==> src/design/booth_cfg.svh <==
`ifndef BOOTH_CFG_SVH
`define BOOTH_CFG_SVH

// Operand width, any even value from 4 to 32
`define BOOTH_WIDTH_M 16

// Full signed product
`define BOOTH_WIDTH_P (2 * `BOOTH_WIDTH_M)

// Step counter must reach BOOTH_WIDTH_M itself
`define BOOTH_CNT_W ($clog2(`BOOTH_WIDTH_M + 1))

`endif

==> src/design/booth_pkg.sv <==
`include "booth_cfg.svh"

package booth_pkg;

    // Accumulator action for one Booth step
    typedef enum logic [1:0] {
        ALU_PASS = 2'b00,   // Pair 00 or 11
        ALU_ADD  = 2'b01,   // Pair 01, end of a run of ones
        ALU_SUB  = 2'b10    // Pair 10, start of a run of ones
    } alu_op_t;

    // Operand pair, captured on an accepted start
    typedef struct packed {
        logic signed [`BOOTH_WIDTH_M-1:0] multiplicand;
        logic signed [`BOOTH_WIDTH_M-1:0] multiplier;
    } operands_t;

    // Controller to datapath
    typedef struct packed {
        logic    load;      // Capture operands, zero A and Q_1
        logic    step;      // One add/sub plus shift
        alu_op_t alu_op;    // Only meaningful with step
    } ctrl_t;

    // Datapath to controller, the pair that drives the Booth rule
    typedef struct packed {
        logic q0;   // LSB of multiplier register
        logic q_1;  // Extra bit shifted out last step
    } booth_bits_t;

    // Full product, A concatenated with Q
    typedef logic signed [`BOOTH_WIDTH_P-1:0] product_t;

endpackage
==> src/design/booth_controller.sv <==
`include "booth_cfg.svh"

module booth_controller (
    input  logic                   clk,
    input  logic                   rst_n,
    input  logic                   start,   // One-cycle request
    input  booth_pkg::booth_bits_t bits,    // Current Booth pair from datapath
    output booth_pkg::ctrl_t       ctrl,
    output logic                   busy,    // High through all steps
    output logic                   done     // One-cycle pulse, product valid
);

    localparam int cnt_w = `BOOTH_CNT_W;
    localparam logic [cnt_w-1:0] last_step = cnt_w'(`BOOTH_WIDTH_M);

    typedef enum logic [1:0] {
        st_idle,
        st_run,
        st_done
    } state_t;

    state_t             state;
    state_t             state_next;
    logic [cnt_w-1:0]   cnt;        // Steps already taken
    logic [cnt_w-1:0]   cnt_inc;
    logic               accept;     // Start seen while idle
    logic               run;
    booth_pkg::alu_op_t op;

    // Start only counts in idle, ignored while busy or done
    assign accept  = start && (state == st_idle);
    assign run     = (state == st_run);
    assign cnt_inc = cnt + 1'b1;

    // Next state
    always_comb begin
        state_next = state;
        case (state)
            st_idle: begin
                if (accept) begin
                    state_next = st_run;
                end
            end
            st_run: begin
                // Last step lands on this edge
                if (cnt_inc == last_step) begin
                    state_next = st_done;
                end
            end
            st_done: begin
                state_next = st_idle;   // Done is a single cycle
            end
            default: begin
                state_next = st_idle;
            end
        endcase
    end

    always_ff @(posedge clk or negedge rst_n) begin
        if (!rst_n) begin
            state <= st_idle;
        end else begin
            state <= state_next;
        end
    end

    // Step counter
    always_ff @(posedge clk or negedge rst_n) begin
        if (!rst_n) begin
            cnt <= '0;
        end else if (accept) begin
            cnt <= '0;          // Fresh product
        end else if (run) begin
            cnt <= cnt_inc;
        end
    end

    // Booth rule on the pair {q0, q_1}
    always_comb begin
        case ({bits.q0, bits.q_1})
            2'b10:   op = booth_pkg::ALU_SUB;
            2'b01:   op = booth_pkg::ALU_ADD;
            default: op = booth_pkg::ALU_PASS;  // 00 and 11
        endcase
    end

    assign ctrl.load   = accept;
    assign ctrl.step   = run;
    assign ctrl.alu_op = run ? op : booth_pkg::ALU_PASS; // Quiet outside run

    assign busy = run;
    assign done = (state == st_done);

endmodule

==> src/design/booth_datapath.sv <==
`include "booth_cfg.svh"

module booth_datapath (
    input  logic                   clk,
    input  logic                   rst_n,
    input  booth_pkg::operands_t   operands,   // Sampled only on load
    input  booth_pkg::ctrl_t       ctrl,
    output booth_pkg::booth_bits_t bits,       // Pair for the next step
    output booth_pkg::product_t    product     // {A, Q} straight from registers
);

    localparam int w = `BOOTH_WIDTH_M;

    // Registers
    logic signed [w-1:0] mcand;    // Multiplicand M, held for the whole run
    logic signed [w-1:0] acc;      // Accumulator A
    logic        [w-1:0] mq;       // Multiplier Q, fills with low product bits
    logic                q_1;      // Bit shifted out of Q last step

    // Step logic
    logic signed [w:0]   acc_ext;  // A with one guard bit
    logic signed [w:0]   mcand_ext;
    logic signed [w:0]   sum_ext;  // A op M before the shift
    logic signed [w-1:0] acc_next;
    logic        [w-1:0] mq_next;
    logic                q_1_next;

    // Guard bit keeps A - M exact for the most negative M
    assign acc_ext   = {acc[w-1], acc};
    assign mcand_ext = {mcand[w-1], mcand};

    // Add/subtract unit
    always_comb begin
        case (ctrl.alu_op)
            booth_pkg::ALU_ADD: begin
                sum_ext = acc_ext + mcand_ext;
            end
            booth_pkg::ALU_SUB: begin
                sum_ext = acc_ext - mcand_ext;
            end
            default: begin
                sum_ext = acc_ext;          // Pass, A unchanged
            end
        endcase
    end

    // Arithmetic right shift of {A, Q, Q_1} as one unit
    assign acc_next = sum_ext[w:1];              // Guard bit becomes the new sign
    assign mq_next  = {sum_ext[0], mq[w-1:1]};   // LSB of A moves into Q
    assign q_1_next = mq[0];                     // Q0 drops into Q_1

    // Multiplicand only changes on load
    always_ff @(posedge clk) begin
        if (ctrl.load) begin
            mcand <= operands.multiplicand;
        end
    end

    // A, Q and Q_1 cleared by reset so the product reads zero
    always_ff @(posedge clk or negedge rst_n) begin
        if (!rst_n) begin
            acc <= '0;
            mq  <= '0;
            q_1 <= 1'b0;
        end else if (ctrl.load) begin
            acc <= '0;
            mq  <= operands.multiplier;
            q_1 <= 1'b0;
        end else if (ctrl.step) begin
            acc <= acc_next;
            mq  <= mq_next;
            q_1 <= q_1_next;
        end
    end

    // Booth pair back to the controller
    assign bits.q0  = mq[0];
    assign bits.q_1 = q_1;

    // Exact signed product once all steps are done
    assign product = {acc, mq};

endmodule

==> src/design/booth_multiplier.sv <==
module booth_multiplier (
    input  logic                 clk,
    input  logic                 rst_n,
    input  logic                 start,      // One-cycle strobe
    input  booth_pkg::operands_t operands,   // Taken with an accepted start
    output logic                 busy,       // Steps in progress
    output logic                 done,       // One cycle, product valid
    output booth_pkg::product_t  product
);

    booth_pkg::ctrl_t       ctrl;   // Load, step and ALU op
    booth_pkg::booth_bits_t bits;   // Q0 and Q_1 back up

    // Sequencing and Booth decisions
    booth_controller booth_controller_i (
        .clk   (clk),
        .rst_n (rst_n),
        .start (start),
        .bits  (bits),
        .ctrl  (ctrl),
        .busy  (busy),
        .done  (done)
    );

    // Registers, adder and shifter
    booth_datapath booth_datapath_i (
        .clk      (clk),
        .rst_n    (rst_n),
        .operands (operands),
        .ctrl     (ctrl),
        .bits     (bits),
        .product  (product)
    );

endmodule

==> config.mk <==
export PLATFORM = sky130hd
export DESIGN_NAME = booth_multiplier
export DESIGN_NICKNAME = d
export VERILOG_FILES = /design/src/design/booth_pkg.sv /design/src/design/booth_controller.sv /design/src/design/booth_datapath.sv /design/src/design/booth_multiplier.sv
export VERILOG_INCLUDE_DIRS = /design/src /design/src/design
export SDC_FILE = /design/constraint.sdc
export NUM_CORES = 1
export LEC_CHECK = 0
export BUFFER_PORTS_ARGS = -buffer_cell sky130_fd_sc_hd__buf_2
export CAP_MARGIN = 20
export CELL_PAD_IN_SITES_DETAIL_PLACEMENT = 0
export CELL_PAD_IN_SITES_GLOBAL_PLACEMENT = 1
export CORE_ASPECT_RATIO = 1.2
export CORE_UTILIZATION = 44
export DETAILED_ROUTE_END_ITERATION = 10
export GPL_TIMING_DRIVEN = 0
export PLACE_DENSITY = 0.94
export SYNTH_ARGS = -nofsm -noshare
export SYNTH_HDL_FRONTEND = slang
export SYNTH_SLANG_ARGS = --single-unit
==> constraint.sdc <==
create_clock -name clk -period 8.1 [get_ports clk]
set_input_delay 0.81 -clock clk [delete_from_list [all_inputs] [get_ports clk]]
set_output_delay 0.81 -clock clk [all_outputs]
set_load 0.02 [all_outputs]
# ---- Yosys cells after proc, flatten, opt, wreduce, memory -nomap -nowiden
# Cells that the tools add are included.
dict set report word_totals {
  regBits 56
  latch_bits 0
  ram_bits 0
  rom_bits 0
  input_bits 35
  output_inout_bits 34
  wordCells 39
  memories 0
}
dict set report classes {
  addsub 3
  multipliers 0
  div 0
  magnitude_cmp 0
  n_eq_ne 9
  shift 0
  mux 14
  n_bitwise 0
  reduce_logical 6
}
# operator n
set ops {}
lappend ops {{16-bit 2-to-1 mux} 4}
lappend ops {{17-bit one-hot mux with 2 select lines} 1}
lappend ops {{16-bit by 16-bit adder with 17-bit output} 1}
lappend ops {{16-bit by 16-bit subtractor with 17-bit output} 1}
lappend ops {{5-bit 2-to-1 mux} 2}
lappend ops {{2-bit one-hot mux with 2 select lines} 2}
lappend ops {{2-bit by 1-bit == test with 1-bit output, second input constant} 3}
lappend ops {{2-bit == test, second input constant} 3}
lappend ops {{2-bit 2-to-1 mux} 3}
lappend ops {{5-bit by 1-bit adder with 5-bit output, second input constant} 1}
lappend ops {{5-bit == test, second input constant} 1}
lappend ops {{2-bit AND reduction} 2}
lappend ops {{3-bit nonzero test} 1}
lappend ops {{2-bit zero test} 1}
lappend ops {{1-bit 2-to-1 mux} 2}
lappend ops {{2-bit by 1-bit inequality test with 1-bit output, second input constant} 1}
lappend ops {{2-bit inequality test, second input constant} 1}
lappend ops {{2-bit nonzero test} 1}
lappend ops {{1-bit logical AND} 1}

# ---- Depth between registers and ports, before layout
# Gate-level depths: netlist of run 1.
dict set report logic_depth {
  word_depth 7
  depth_mapped 20
  depth_no_buf 18
}

# ---- Modules after synthesis
# From an unflattened synthesis of run 1, not the netlist that was laid out.
dict set report unflattened {
  hier_cells 396
  hier_area_um2 3721.1
}
# module n_inst cells_each area_each_um2 seq_area_each_um2
set by_module_without_submodules {}
lappend by_module_without_submodules {booth_datapath 1 355 3306.9 1306.3}
lappend by_module_without_submodules {booth_controller 1 41 414.1 175.2}

# ---- Worst setup path after synthesis of run 1
# OpenSTA, ideal clock, no wires.
dict set report synth_timing {
  path_type {flip-flop to flip-flop}
  start {register booth_controller_i.state[1]}
  end {register booth_datapath_i.acc[15]}
  setup_ns 0.135
  arrival_time_ns 3.516
  setup_slack_ns 4.449
  path_stages_with_launch 21
  path_buffers 2
  cell_sequence {dfrtp_1 > clkbuf_1 > nand2b_4 > clkinv_1 > nand2_1 > or2_2 > inv_1 > ha_1 > buf_4 > a21oi_1 > nor2_1 > o21ai_0 > xnor2_1 > ha_1 > a21o_1 > a221o_1 > a21o_1 > a31oi_2 > xnor2_1 > a31oi_1 > o211ai_1}
}
dict set report synth_via {
  elab_chain_len 6
}
# item line_no
set synth_lines {}
lappend synth_lines {{start: declaration} booth_controller.sv:22} ;# state_t state;
lappend synth_lines {{start signal: assignment} booth_controller.sv:61} ;# state <= st_idle;
lappend synth_lines {{start signal: assignment} booth_controller.sv:63} ;# state <= state_next;
lappend synth_lines {{2-bit by 1-bit == test with 1-bit output} booth_controller.sv:32} ;# assign run = (state == st_run);
lappend synth_lines {{2-bit 2-to-1 mux} booth_controller.sv:89} ;# assign ctrl.alu_op = run ? op : booth_pkg::ALU_PASS;
lappend synth_lines {{2-bit == test or 2-bit by 1-bit == test with 1-bit output (tied branches)} booth_datapath.sv:34} ;# case (ctrl.alu_op)
lappend synth_lines {{17-bit one-hot mux with 2 select lines} booth_datapath.sv:34}
lappend synth_lines {{16-bit 2-to-1 mux} booth_datapath.sv:69} ;# end else if (ctrl.step) begin
lappend synth_lines {{16-bit 2-to-1 mux} booth_datapath.sv:65} ;# end else if (ctrl.load) begin
lappend synth_lines {{end signal: assignment} booth_datapath.sv:70} ;# acc <= acc_next;
lappend synth_lines {{end: declaration} booth_datapath.sv:16} ;# logic signed [w-1:0] acc;
# Several ways; a longest one is shown, not always the timed one. The select of a mux whose other input is x is not followed.
# A chain may end at the register's enable or synchronous reset.

# ---- Worst setup path after layout of run 1
# Same ends and word-level chain as after synthesis.

==> impl_results.md, run 1 <==
- Most frequent cells in the layout: buf_2, o21ai_0, dfrtp_1
- Met3 usage: 4.167%
- #FFs+latches synth: 56
- ANT nets after route: 0
- Placed cell areas: 3869 um^2
- WP data required: 8.30 ns
- Netlist cell types: 49
- Fillers: 674
- Root buffer cell: clkbuf_8
- CTS sink count: 56
- Worst path slowest cell: clkbuf_1
- Hold Crit Class: flop to flop
- Setup Fix Bufs, Post-CTS: 0
- Worst skew pair latency: 0.32 ns
- Synth Instances: 354
- Core Region: 7360 um^2
- Post-route cell area: 3960 um^2
- GRT Max-Usage Layer: met2
- Met1 Use GR: 25.56%
- Die X: 82.40 um
- Initial Util: 46.38%
- Status: completed
- Mapped Avg Cell Area: 9.642 um^2
- GP Congestion: 0.8329
- Vias: 2911
- Relative slew margins: 36.93%
- LEAKAGE: 1.746 nW
- Post_cts resized: 0
- Setup crit start kind: flop
- Initial antenna violation count: 0
- Met2 Use GR: 38.72%
- Clock period minus worst slack: 4.304 ns
- WL per Instance: 15.39 um
- Post-synthesis sequential area ratio: 43.40%
- RSZ-0062 raised after global routing: false
- Gr ovfl total: 0
- Fin. Hold Viols: 0
- Post-CTS Hold Buffers: 0
- CTS buffer count: 5
- Post-synth EDFFs: 16
- Leading cell type in the layout, fill and taps excluded: buf_2
- Row count: 34
- Crit end category: flop
- Final setup fails: 0
- Critical path data arrival time: 4.50 ns
- Post-synthesis cell area: 3413 um^2
- H-tree levels: 2
- # DRC: 0
- Inserted Diodes: 0
- HPWL after detailed placement: 6048 um
- Vias in the first global route: 2910
- Syn_nets: 410
- Largest net degree at the start of global routing: 41
- Synthesis-to-finish area growth: 16.02%
- I/O Pins: 69
- Routed WL: 8004 um
- Final nets: 485
- Fin crit share: 53.14%
- CP max stage delay: 0.38 ns
- Clk pin slew, worst setup/hold paths: 0.11 ns
- Final TNS setup: 0 ns
- GR Util All Layers: 21.72%
- Synth warn: 0
- Top FF cell, synth: dfrtp_1
- Routed vias/inst: 5.598
- Power Dens Cells: 420.2 nW/um^2
- Max_cap viols: 0
- Clock buffer depth: 2
- Final setup skew: 0.005334 ns
- CTS tree: done
- Asr flop ratio synth: 71.43%
- Die area: 8115 um^2
- Worst-Margin Slew: 0.9418 ns
- First-pass GRT wire length: 13340 um
- CP max FO: 10
- Worst vdd ir: 0.2081 mV
- Critical Path, Cell by Cell: clkbuf_1 -> nand2b_4 -> clkbuf_1 -> nor3b_1 -> inv_1 -> ha_1 -> buf_4 -> a21oi_1 -> nor2_1 -> o21ai_0 -> xnor2_1 -> ha_1 -> a21o_1 -> a221o_1 -> a21o_1 -> a31oi_2 -> xnor2_1 -> a31oi_1 -> o211ai_1
- DRT Pass-1 Iters: 4
- Fmax: 232.3 MHz
- Buffers on Ports: 68
- Layout cells sized above 1: 20.47%
- Critical path type: flop to flop
- Max Slew Vio Count: 0
- Die height: 98.48 um
- Initial drt markers: 139
-- logic make-up (layout without fill, tap and decap cells) --
kind of cell	count (synthesis)	count (layout)	synth area share (%)
buffers and inverters	25	101	3.299
adder cells (fa/ha/maj)	21	21	7.918
AND/OR/NAND/NOR	103	103	14.63
flip-flops	56	56	43.40
AO/OA/AOI/OAI	114	114	21.59
multiplexers	5	5	1.466
XOR/XNOR	30	30	7.698
-- area by class of cell --
class	count	area, um^2	share of cell area (%)
buffer	15	75.07	1.896
clock buffer	5	68.82	1.738
clock inverter	3	22.52	0.5687
inverter	10	37.54	0.9479
multi-input combinational	273	1822	46.00
sequential	56	1481	37.41
tap	90	112.6	2.844
timing repair buffer	68	340.3	8.594
-- where the power goes --
group / switching [mW] / total, mW / leakage (nW) / internal (mW)
logic: 0.593 / 1.01 / 1.05 / 0.420
registers: 0.0942 / 0.488 / 0.651 / 0.394
clock network: 0.101 / 0.163 / 0.0485 / 0.0623
total: 0.788 / 1.66 / 1.75 / 0.876
-- flip-flops by register name (all words and copies together), names as in the netlist --
signal                    cells
booth_datapath_i.acc         16
booth_controller_i.state      2
booth_controller_i.cnt        5
booth_datapath_i.mcand       16
booth_datapath_i.q_1          1
booth_datapath_i.mq          16
-- final timing paths --
| check | from | endpoint | slack [ns] | cells after the start |
|---|---|---|---|---|
| worst max register to register | booth_controller_i.state[1] | booth_datapath_i.acc[15] | 3.80 | 19 |
| min in group asynchronous | rst_n | booth_datapath_i.acc[12] | 0.60 | 1 |
| worst min-delay path | booth_datapath_i.q_1 | booth_datapath_i.q_1 | 0.51 | 2 |
| worst max-delay path | booth_controller_i.state[1] | booth_datapath_i.acc[15] | 3.80 | 19 |
| max in group asynchronous | rst_n | booth_datapath_i.q_1 | 6.94 | 1 |
| worst min register to register | booth_datapath_i.q_1 | booth_datapath_i.q_1 | 0.51 | 2 |
-- cells in the mapped netlist (all sizes together) (9+ instances only) --
cell | n | area share (%)
o21ai | 46 | 6.9
dfrtp | 40 | 29
nand2 | 37 | 4.1
nor2 | 25 | 2.7
xnor2 | 21 | 5.4
ha | 20 | 7.3
a21oi | 17 | 2.5
a22oi | 16 | 3.5
edfxtp | 16 | 14
clkbuf | 11 | 1.2
inv | 9 | 0.99
xor2 | 9 | 2.3
-- layer usage --
| metal | up-vias | share of wire [%] |
|---|---|---|
| met4 | 0 | 1.6 |
| met5 | - | 0 |
| met1 | 1381 | 41 |
| met3 | 13 | 5.4 |
| li1 | 1440 | - |
| met2 | 77 | 52 |
-- metrics by stage --
stage	cells	total power, mW	utilization (%)	setup WS [ns]	hold slack, ns
final	520	1.664	53.81	3.796	0.5134
after global routing	520	1.805	53.81	3.370	0.5435
after CTS	520	1.671	53.81	3.762	0.5158
after detailed placement	512	1.508	52.57	3.775	0.4937
after global placement	512	1.479	52.53	3.847	0.4759
after floorplan	354	1.248	-	4.449	0.4523
-- worst max-delay path, delay by kind of cell, from the launching register on --
| kind | cells | cell delay [ns] |
|---|---|---|
| simple gates | 3 | 0.66 |
| flops | 1 | 0.34 |
| buf+inv | 4 | 0.92 |
| fa+ha+maj | 2 | 0.47 |
| xor+xnor | 2 | 0.34 |
| compound gates | 8 | 1.44 |
Note: power is estimated with default switching activity, not from simulation.
==> inputs of run 2 (changes only) <==
CORE_UTILIZATION = 42   (was 44)
PLACE_DENSITY = 0.91   (was 0.94)
clock period = 4.4 ns   (was 8.1 ns; I/O delays follow)
==> run 2 against run 1 <==
Effect of this change: the flow now finishes with violations (design-rule violations); power up 85%; critical path depth stayed put; final cell count grew 0.19%; cell area increased by 0.22%; non-clock buffer count fell by 1; worst hold slack worse by 0.27 ns; sequential share of layout area shrank 0.083 points; die area grew 4.7%; sequential cell count stayed put; first-iteration DRC count decreased by 22%; clock power up 84%; largest cell class unchanged; largest power group unchanged.
==> impl_results.md, run 2 (synthesis gave the netlist of run 1 again) <==
- Status: finished, violations left
- Failing checks: design-rule violations
- Hold slack: 0.2416 ns (-0.2718 ns)
- Fillers: 741 (+9.9%)
- LEAKAGE: 1.746 nW (about the same)
- Final setup fails: 0 (unchanged)
- Root buffer cell: clkbuf_8
- # DRC: 2 (+2)
- Final setup skew: 0.005571 ns (+0.0002372 ns)
- Initial Util: 43.79% (-2.6 points)
- Largest net degree at the start of global routing: 41 (unchanged)
- WL per Instance: 15.66 um (+1.7%)
- HPWL after detailed placement: 6103 um (+0.91%)
- H-tree levels: 2 (unchanged)
- RSZ-0062 raised after global routing: false
- CP max FO: 10 (unchanged)
- Worst skew pair latency: 0.32 ns (about the same)
- NetSw: 1.464 mW (+86%)
- Relative slew margins: 37.25% (+0.32 points)
- CP max stage delay: 0.49 ns (+0.11 ns)
- Inst Count DP: 514 (+0.39%)
- Fmax: 244.3 MHz (+5.2%)
- Inserted Diodes: 0 (unchanged)
- Fin. Hold Viols: 0 (unchanged)
- Post-route insts no fill: 521 (+0.19%)
- GP Congestion: 0.8818 (+5.9%)
- GR Util All Layers: 19.90% (-1.8 points)
- Vias: 2864 (-1.6%)
- Leading cell type in the layout, fill and taps excluded: buf_2
- CTS sink count: 56 (unchanged)
- Critical Path, Cell by Cell: nand2b_4 -> clkinvlp_4 -> nand2_1 -> or2_2 -> inv_1 -> ha_1 -> buf_4 -> a21oi_2 -> nor2_2 -> o21ai_0 -> xnor2_1 -> ha_1 -> a21o_1 -> a221o_1 -> a21o_1 -> a31oi_2 -> xnor2_1 -> a31oi_1 -> o211ai_1
- DRT Pass-1 Iters: 7 (+3)
- Crit end category: flop
- Combinational power share: 61.0% (about the same)
- Die area: 8493 um^2 (+4.7%)
- Setup slack, reg-to-reg: 0.31 ns (-3.49 ns)
- Hold Crit Class: input pin to asynchronous set/reset pin
- CTS tree: done
- Setup crit start kind: flop
- Sequential power share: 29.3% (about the same)
- Layout cells sized above 1: 21.21% (+0.75 points)
- Clock buffer depth: 2 (unchanged)
- Clk pin slew, worst setup/hold paths: 0.11 ns (about the same)
- Row count: 35 (+2.9%)
- Final Power: 3.080 mW (+85%)
- Max_cap viols: 0 (unchanged)
- Worst vdd ir: 0.2985 mV (+43%)
- Top flop regs: booth_datapath_i.acc x16, booth_datapath_i.mcand x16, booth_datapath_i.mq x16
- Routed WL: 8157 um (+1.9%)
- First-pass GRT wire length: 13260 um (-0.57%)
- Initial antenna violation count: 0 (unchanged)
- ANT nets after route: 0 (unchanged)
- CTS buffer count: 5 (unchanged)
- Power Dens Cells: 776.1 nW/um^2 (+85%)
- Switching portion of total power: 47.52% (+0.15 points)
- Core Region: 7795 um^2 (+5.9%)
- Post-CTS Hold Buffers: 0 (unchanged)
- Fin crit share: 93.01% (+40 points)
- Final nets: 484 (-0.21%)
- Clock share of power: 9.7% (about the same)
- Clock period minus worst slack: 4.093 ns (-0.2116 ns)
- Die height: 100.8 um (+2.3%)
- Vias in the first global route: 2814 (-3.3%)
- Most frequent cells in the layout: buf_2, o21ai_0, dfrtp_1
- Initial drt markers: 108 (-22%)
- Buffers on Ports: 68 (unchanged)
- Die X: 84.30 um (+2.3%)
- Synthesis-to-finish area growth: 16.28%
- Gr ovfl total: 0 (unchanged)
- Worst path slowest cell: dfrtp_1
- Critical path data arrival time: 4.29 ns (-0.21 ns)
- I/O Pins: 69 (unchanged)
- Worst-Margin Slew: 0.9371 ns (-0.004743 ns)
- Routed vias/inst: 5.497 (-1.8%)
- Critical path type: flop to flop
- Max Slew Vio Count: 0 (unchanged)
- Internal power component: 1.617 mW (+85%)
- WP data required: 4.60 ns (-3.70 ns)
## run 2: cell count changes in the layout (fill, tap and decap cells not counted)
cell and change:
inv_6 +1, clkinvlp_4 +1, a21oi_1 -1, clkbuf_1 -1, clkbuf_2 +1, a21oi_2 +1
nor2_1 -1, clkinv_2 -1, clkinv_1 -1, clkinv_4 -1, nor2_2 +1
## run 2: routing by layer
metal | GRT usage [%] | part of all wire, % | vias to the layer above
met3 | 3.686 | 4.7 | 8
met5 | 0 | 0 | -
li1 | - | - | 1434
met2 | 37.07 | 51 | 67
met4 | 5.703 | 1.3 | 0
met1 | 23.34 | 43 | 1355
## run 2: final cells by class
class | count | area [um^2] | area share, %
Clock buffer | 6 | 72.57 | 1.828
Inverter | 10 | 41.29 | 1.040
Tap cell | 92 | 115.1 | 2.900
Sequential cell | 56 | 1481 | 37.33
Buffer | 14 | 72.57 | 1.828
Clock inverter | 2 | 17.52 | 0.4414
Timing Repair Buffer | 68 | 340.3 | 8.575
Multi-Input combinational cell | 273 | 1828 | 46.06
## run 2: timing repair
action | in CTS | in global routing
cloned | 0 | 0
gates resized for setup | 1 | 3
buffers inserted | 0 | 0
setup endpoints to repair | 1 | 3
hold endpoints to repair | 0 | 0
## run 2: power groups by stage
| stage | combinational, mW | clock, mW | sequential (mW) |
|---|---|---|---|
| CTS | 1.88 | 0.309 | 0.899 |
| finish | 1.88 | 0.300 | 0.901 |
| floorplan | 1.27 | 0 | 1.02 |
| detailed placement | 1.88 | 0 | 0.906 |
| global route | 2.09 | 0.329 | 0.929 |
| global placement | 1.83 | 0 | 0.903 |
## run 2: path summary, 6_finish.rpt
kind	cells past startpoint	startpoint	to
worst max-delay path	19	booth_controller_i.state[1]	booth_datapath_i.acc[15]
min in group clk	1	operands[30]	booth_datapath_i.mcand[14]
worst min register to register	2	booth_datapath_i.q_1	booth_datapath_i.q_1
worst min-delay path	1	rst_n	booth_datapath_i.acc[11]
worst max register to register	19	booth_controller_i.state[1]	booth_datapath_i.acc[15]
max in group asynchronous	1	rst_n	booth_datapath_i.mq[2]
## run 2: critical path, delay by kind of cell, from the launching register on
family	cells	cell delay, ns
compound gates	8	1.43
xor+xnor	2	0.36
fa+ha+maj	2	0.47
buf+inv	3	0.40
flops	1	0.49
simple gates	4	0.81
## run 2: metrics by stage
stage	cell area [um^2]	setup slack, ns	util [%]	setup TNS, ns
6_report	3969	0.3073	50.91	0
5_1_grt	3969	0.06702	50.91	0
4_1_cts	3963	0.03398	50.83	0
3_5_place_dp	3871	-0.0008153	49.66	-0.0008153
3_3_place_gp	3869	0.08768	49.63	0
2_1_floorplan	3413	0.7493	-	0
==> inputs of run 3 (changes only) <==
CORE_UTILIZATION = 43   (was 42)
PLACE_DENSITY = 0.92   (was 0.91)
SYNTH_HIERARCHICAL = 1   (was default)
==> run 3 against run 2 <==
Effect of this change: die area rose by 6.3%; sequential share of layout area fell by 2.8 points; core utilization rose by 1.2 points; critical path type unchanged; first-iteration DRC count rose by 49%; register-to-register slack improved by 0.07 ns; the flow now finishes without violations; wire length rose by 10%; synthesized cell count rose by 12%; sequential cell count did not move; fmax rose by 1.9%; critical endpoint is now booth_datapath_i/acc[15]; worst hold slack got worse by 0.0015 ns; via count rose by 11%.
==> impl_results.md, run 3 <==
- Most frequent cells after synthesis: nand2_1, dfrtp_1, nor2_1
- Synth Instances: 396 (+12%)
- WL per Instance: 15.32 um (-2.1%)
- CTS tree: done
- Fmax: 248.9 MHz (+1.9%)
- Area leader, netlist: dfrtp_1
- Row count: 36 (+2.9%)
- # DRC: 0 (-2)
- Top flop regs: booth_datapath_i/acc x16, booth_datapath_i/mcand x16, booth_datapath_i/mq x16
- Post-synthesis sequential area ratio: 39.81% (-3.6 points)
- Initial antenna violation count: 0 (unchanged)
- Root buffer cell: clkbuf_8
- Most frequent cells in the layout: buf_2, nand2_1, dfrtp_1
- #FFs+latches synth: 56 (unchanged)
- Setup Fix Bufs, Post-CTS: 0 (unchanged)
- RSZ-0062 raised after global routing: false
- Synthesis-to-finish area growth: 15.37%
- Most instantiated library cell after synthesis: nand2_1
- Largest net degree at the start of global routing: 41 (unchanged)
- Worst-Margin Slew: 0.9211 ns (-0.01599 ns)
- Critical path data arrival time: 4.23 ns (-0.06 ns)
- Dpl ws: 0.3197 ns (+0.3206 ns)
- Inserted Diodes: 0 (unchanged)
- Initial drt markers: 161 (+49%)
- Core Region: 8243 um^2 (+5.7%)
- HPWL after detailed placement: 6881 um (+13%)
- Synth warn: 6 (+6)
- Fin crit share: 91.32% (-1.7 points)
- Leading cell type in the layout, fill and taps excluded: buf_2
- Setup crit start kind: flop
- Core Util, Final: 52.08% (+1.2 points)
- Initial Util: 45.14% (+1.4 points)
- Status: completed
- Vias in the first global route: 3161 (+12%)
- Asr flop ratio synth: 71.43% (unchanged)
- Clock period minus worst slack: 4.018 ns (-0.07478 ns)
- WP data required: 4.61 ns (about the same)
- ANT nets after route: 0 (unchanged)
- Worst skew pair latency: 0.32 ns (about the same)
- CTS sink count: 56 (unchanged)
- Post-synthesis cell area: 3721 um^2 (+9.0%)
- First-pass GRT wire length: 14790 um (+11%)
- Critical path type: flop to flop
- Die area: 9031 um^2 (+6.3%)
- Final WS setup: 0.3821 ns (+0.07478 ns)
- Relative slew margins: 38.59% (+1.3 points)
- Die height: 103.9 um (+3.1%)
- Clk pin slew, worst setup/hold paths: 0.11 ns (about the same)
- Netlist cell types: 59 (+20%)
- Layout cells sized above 1: 19.49% (-1.7 points)
- Buffers on Ports: 68 (unchanged)
- RR Startpoint: booth_controller_i/state[1]
- Max_cap viols: 0 (unchanged)
- Crit end category: flop
- Clock buffer depth: 2 (unchanged)
- Worst r2r dst: booth_datapath_i/acc[15]
- Routed vias/inst: 5.435 (-1.1%)
- Setup slack, reg-to-reg: 0.38 ns (+0.07 ns)
- Worst r2r path cells: 14 (-5)
- CP max FO: 10 (unchanged)
- CTS buffer count: 5 (unchanged)
- Top FF cell, synth: dfrtp_1
- Vias: 3185 (+11%)
- Fin. Hold Viols: 0 (unchanged)
- I/O Pins: 69 (unchanged)
- DRT Pass-1 Iters: 4 (-3)
- Top cell type's share of synthesized area: 26.90% (-2.4 points)
- GP Congestion: 0.8563 (-2.9%)
- Die X: 86.92 um (+3.1%)
- GR Util All Layers: 20.67% (+0.77 points)
- Final setup skew: 0.01335 ns (+0.007776 ns)
- Final setup fails: 0 (unchanged)
- Mapped Avg Cell Area: 9.397 um^2 (-2.5%)
- Final nets: 527 (+8.9%)
- H-tree levels: 2 (unchanged)
- Final TNS setup: 0 ns (unchanged)
- Top cells by area, synth: dfrtp_1, edfxtp_1, ha_1
- Gr ovfl total: 0 (unchanged)
- Post-CTS Hold Buffers: 0 (unchanged)
- Routed WL: 8978 um (+10%)
- Post_cts resized: 0 (-1)
- Hold Crit Class: input pin to asynchronous set/reset pin
- Syn_nets: 452 (+10%)
- Max Slew Vio Count: 0 (unchanged)
- Post-synth EDFFs: 16 (unchanged)
run 3: changes by cell type in the layout (fill, tap and decap cells not counted), moves of 6 or more:
| cell | previous run | this run |
|---|---|---|
| o21ai_0 | 45 | 26 |
| a22oi_1 | 16 | 0 |
| o211ai_1 | 1 | 9 |
| mux2i_1 | 5 | 19 |
| a32oi_1 | 8 | 0 |
| nand3_1 | 3 | 9 |
run 3: worst max-delay path: stages (launching register included):
cell	delay [ns]
dfrtp_1	0.44
nand2b_4	0.20
nor3b_1	0.29
ha_1	0.28
clkbuf_2	0.27
clkbuf_1	0.38
a21oi_1	0.10
xnor2_1	0.15
ha_1	0.36
a21o_1	0.23
a221o_1	0.35
a221o_1	0.33
a31oi_1	0.20
xnor2_1	0.11
a32o_1	0.22
run 3: metrics by stage:
step	area [um^2]	cells	hold slack, ns
floorplan	3721	396	0.1444
CTS	4292	586	0.2725
detailed placement	4204	578	0.5204
global placement	4204	578	0.5112
finish	4293	586	0.2401
global route	4293	586	0.2807
run 3: worst max path at each step:
stage,to,start,slack (ns),cells after the start
floorplan,booth_datapath_i/acc[15],booth_controller_i/state[1],0.87,14
global placement,booth_datapath_i/acc[15],booth_controller_i/state[1],0.39,14
detailed placement,booth_datapath_i/acc[12],booth_controller_i/state[1],0.32,14
CTS,booth_datapath_i/acc[15],booth_controller_i/state[1],0.27,14
global route,booth_datapath_i/acc[15],booth_controller_i/state[1],0.11,14
finish,booth_datapath_i/acc[15],booth_controller_i/state[1],0.38,14
run 3: kinds of logic (layout without fill, tap and decap cells):
kind of cell / after synthesis / after routing / share of synthesized area [%]
flops: 56 / 56 / 39.81
fa+ha+maj: 21 / 21 / 7.263
mux: 20 / 20 / 5.413
compound gates: 109 / 109 / 19.91
simple gates: 133 / 133 / 18.43
buf+inv: 35 / 111 / 4.001
xor+xnor: 22 / 22 / 5.178
run 3: per-layer routing:
metal	vias to the layer above	routed length, um	share of wire, %	global-route usage, %
met5	-	0	0	0
met4	0	135	1.5	5.952
met3	11	337	3.8	2.937
met2	59	4769	53	37.23
met1	1526	3736	42	25.10
li1	1589	-	-	-
run 3: final cells by class:
type | count | area [um^2]
clock inverters | 2 | 15.01
multi-input cells | 305 | 2091
clock buffers | 6 | 72.57
flip-flops and latches | 56 | 1481
fillers | 781 | 3950
plain buffers | 20 | 91.34
well taps | 114 | 142.6
inverters | 15 | 58.81
repair buffers | 68 | 340.3
Power of run 3 is not shown: default switching activity piles up to over one toggle a cycle in this logic, so the estimate is an artifact.
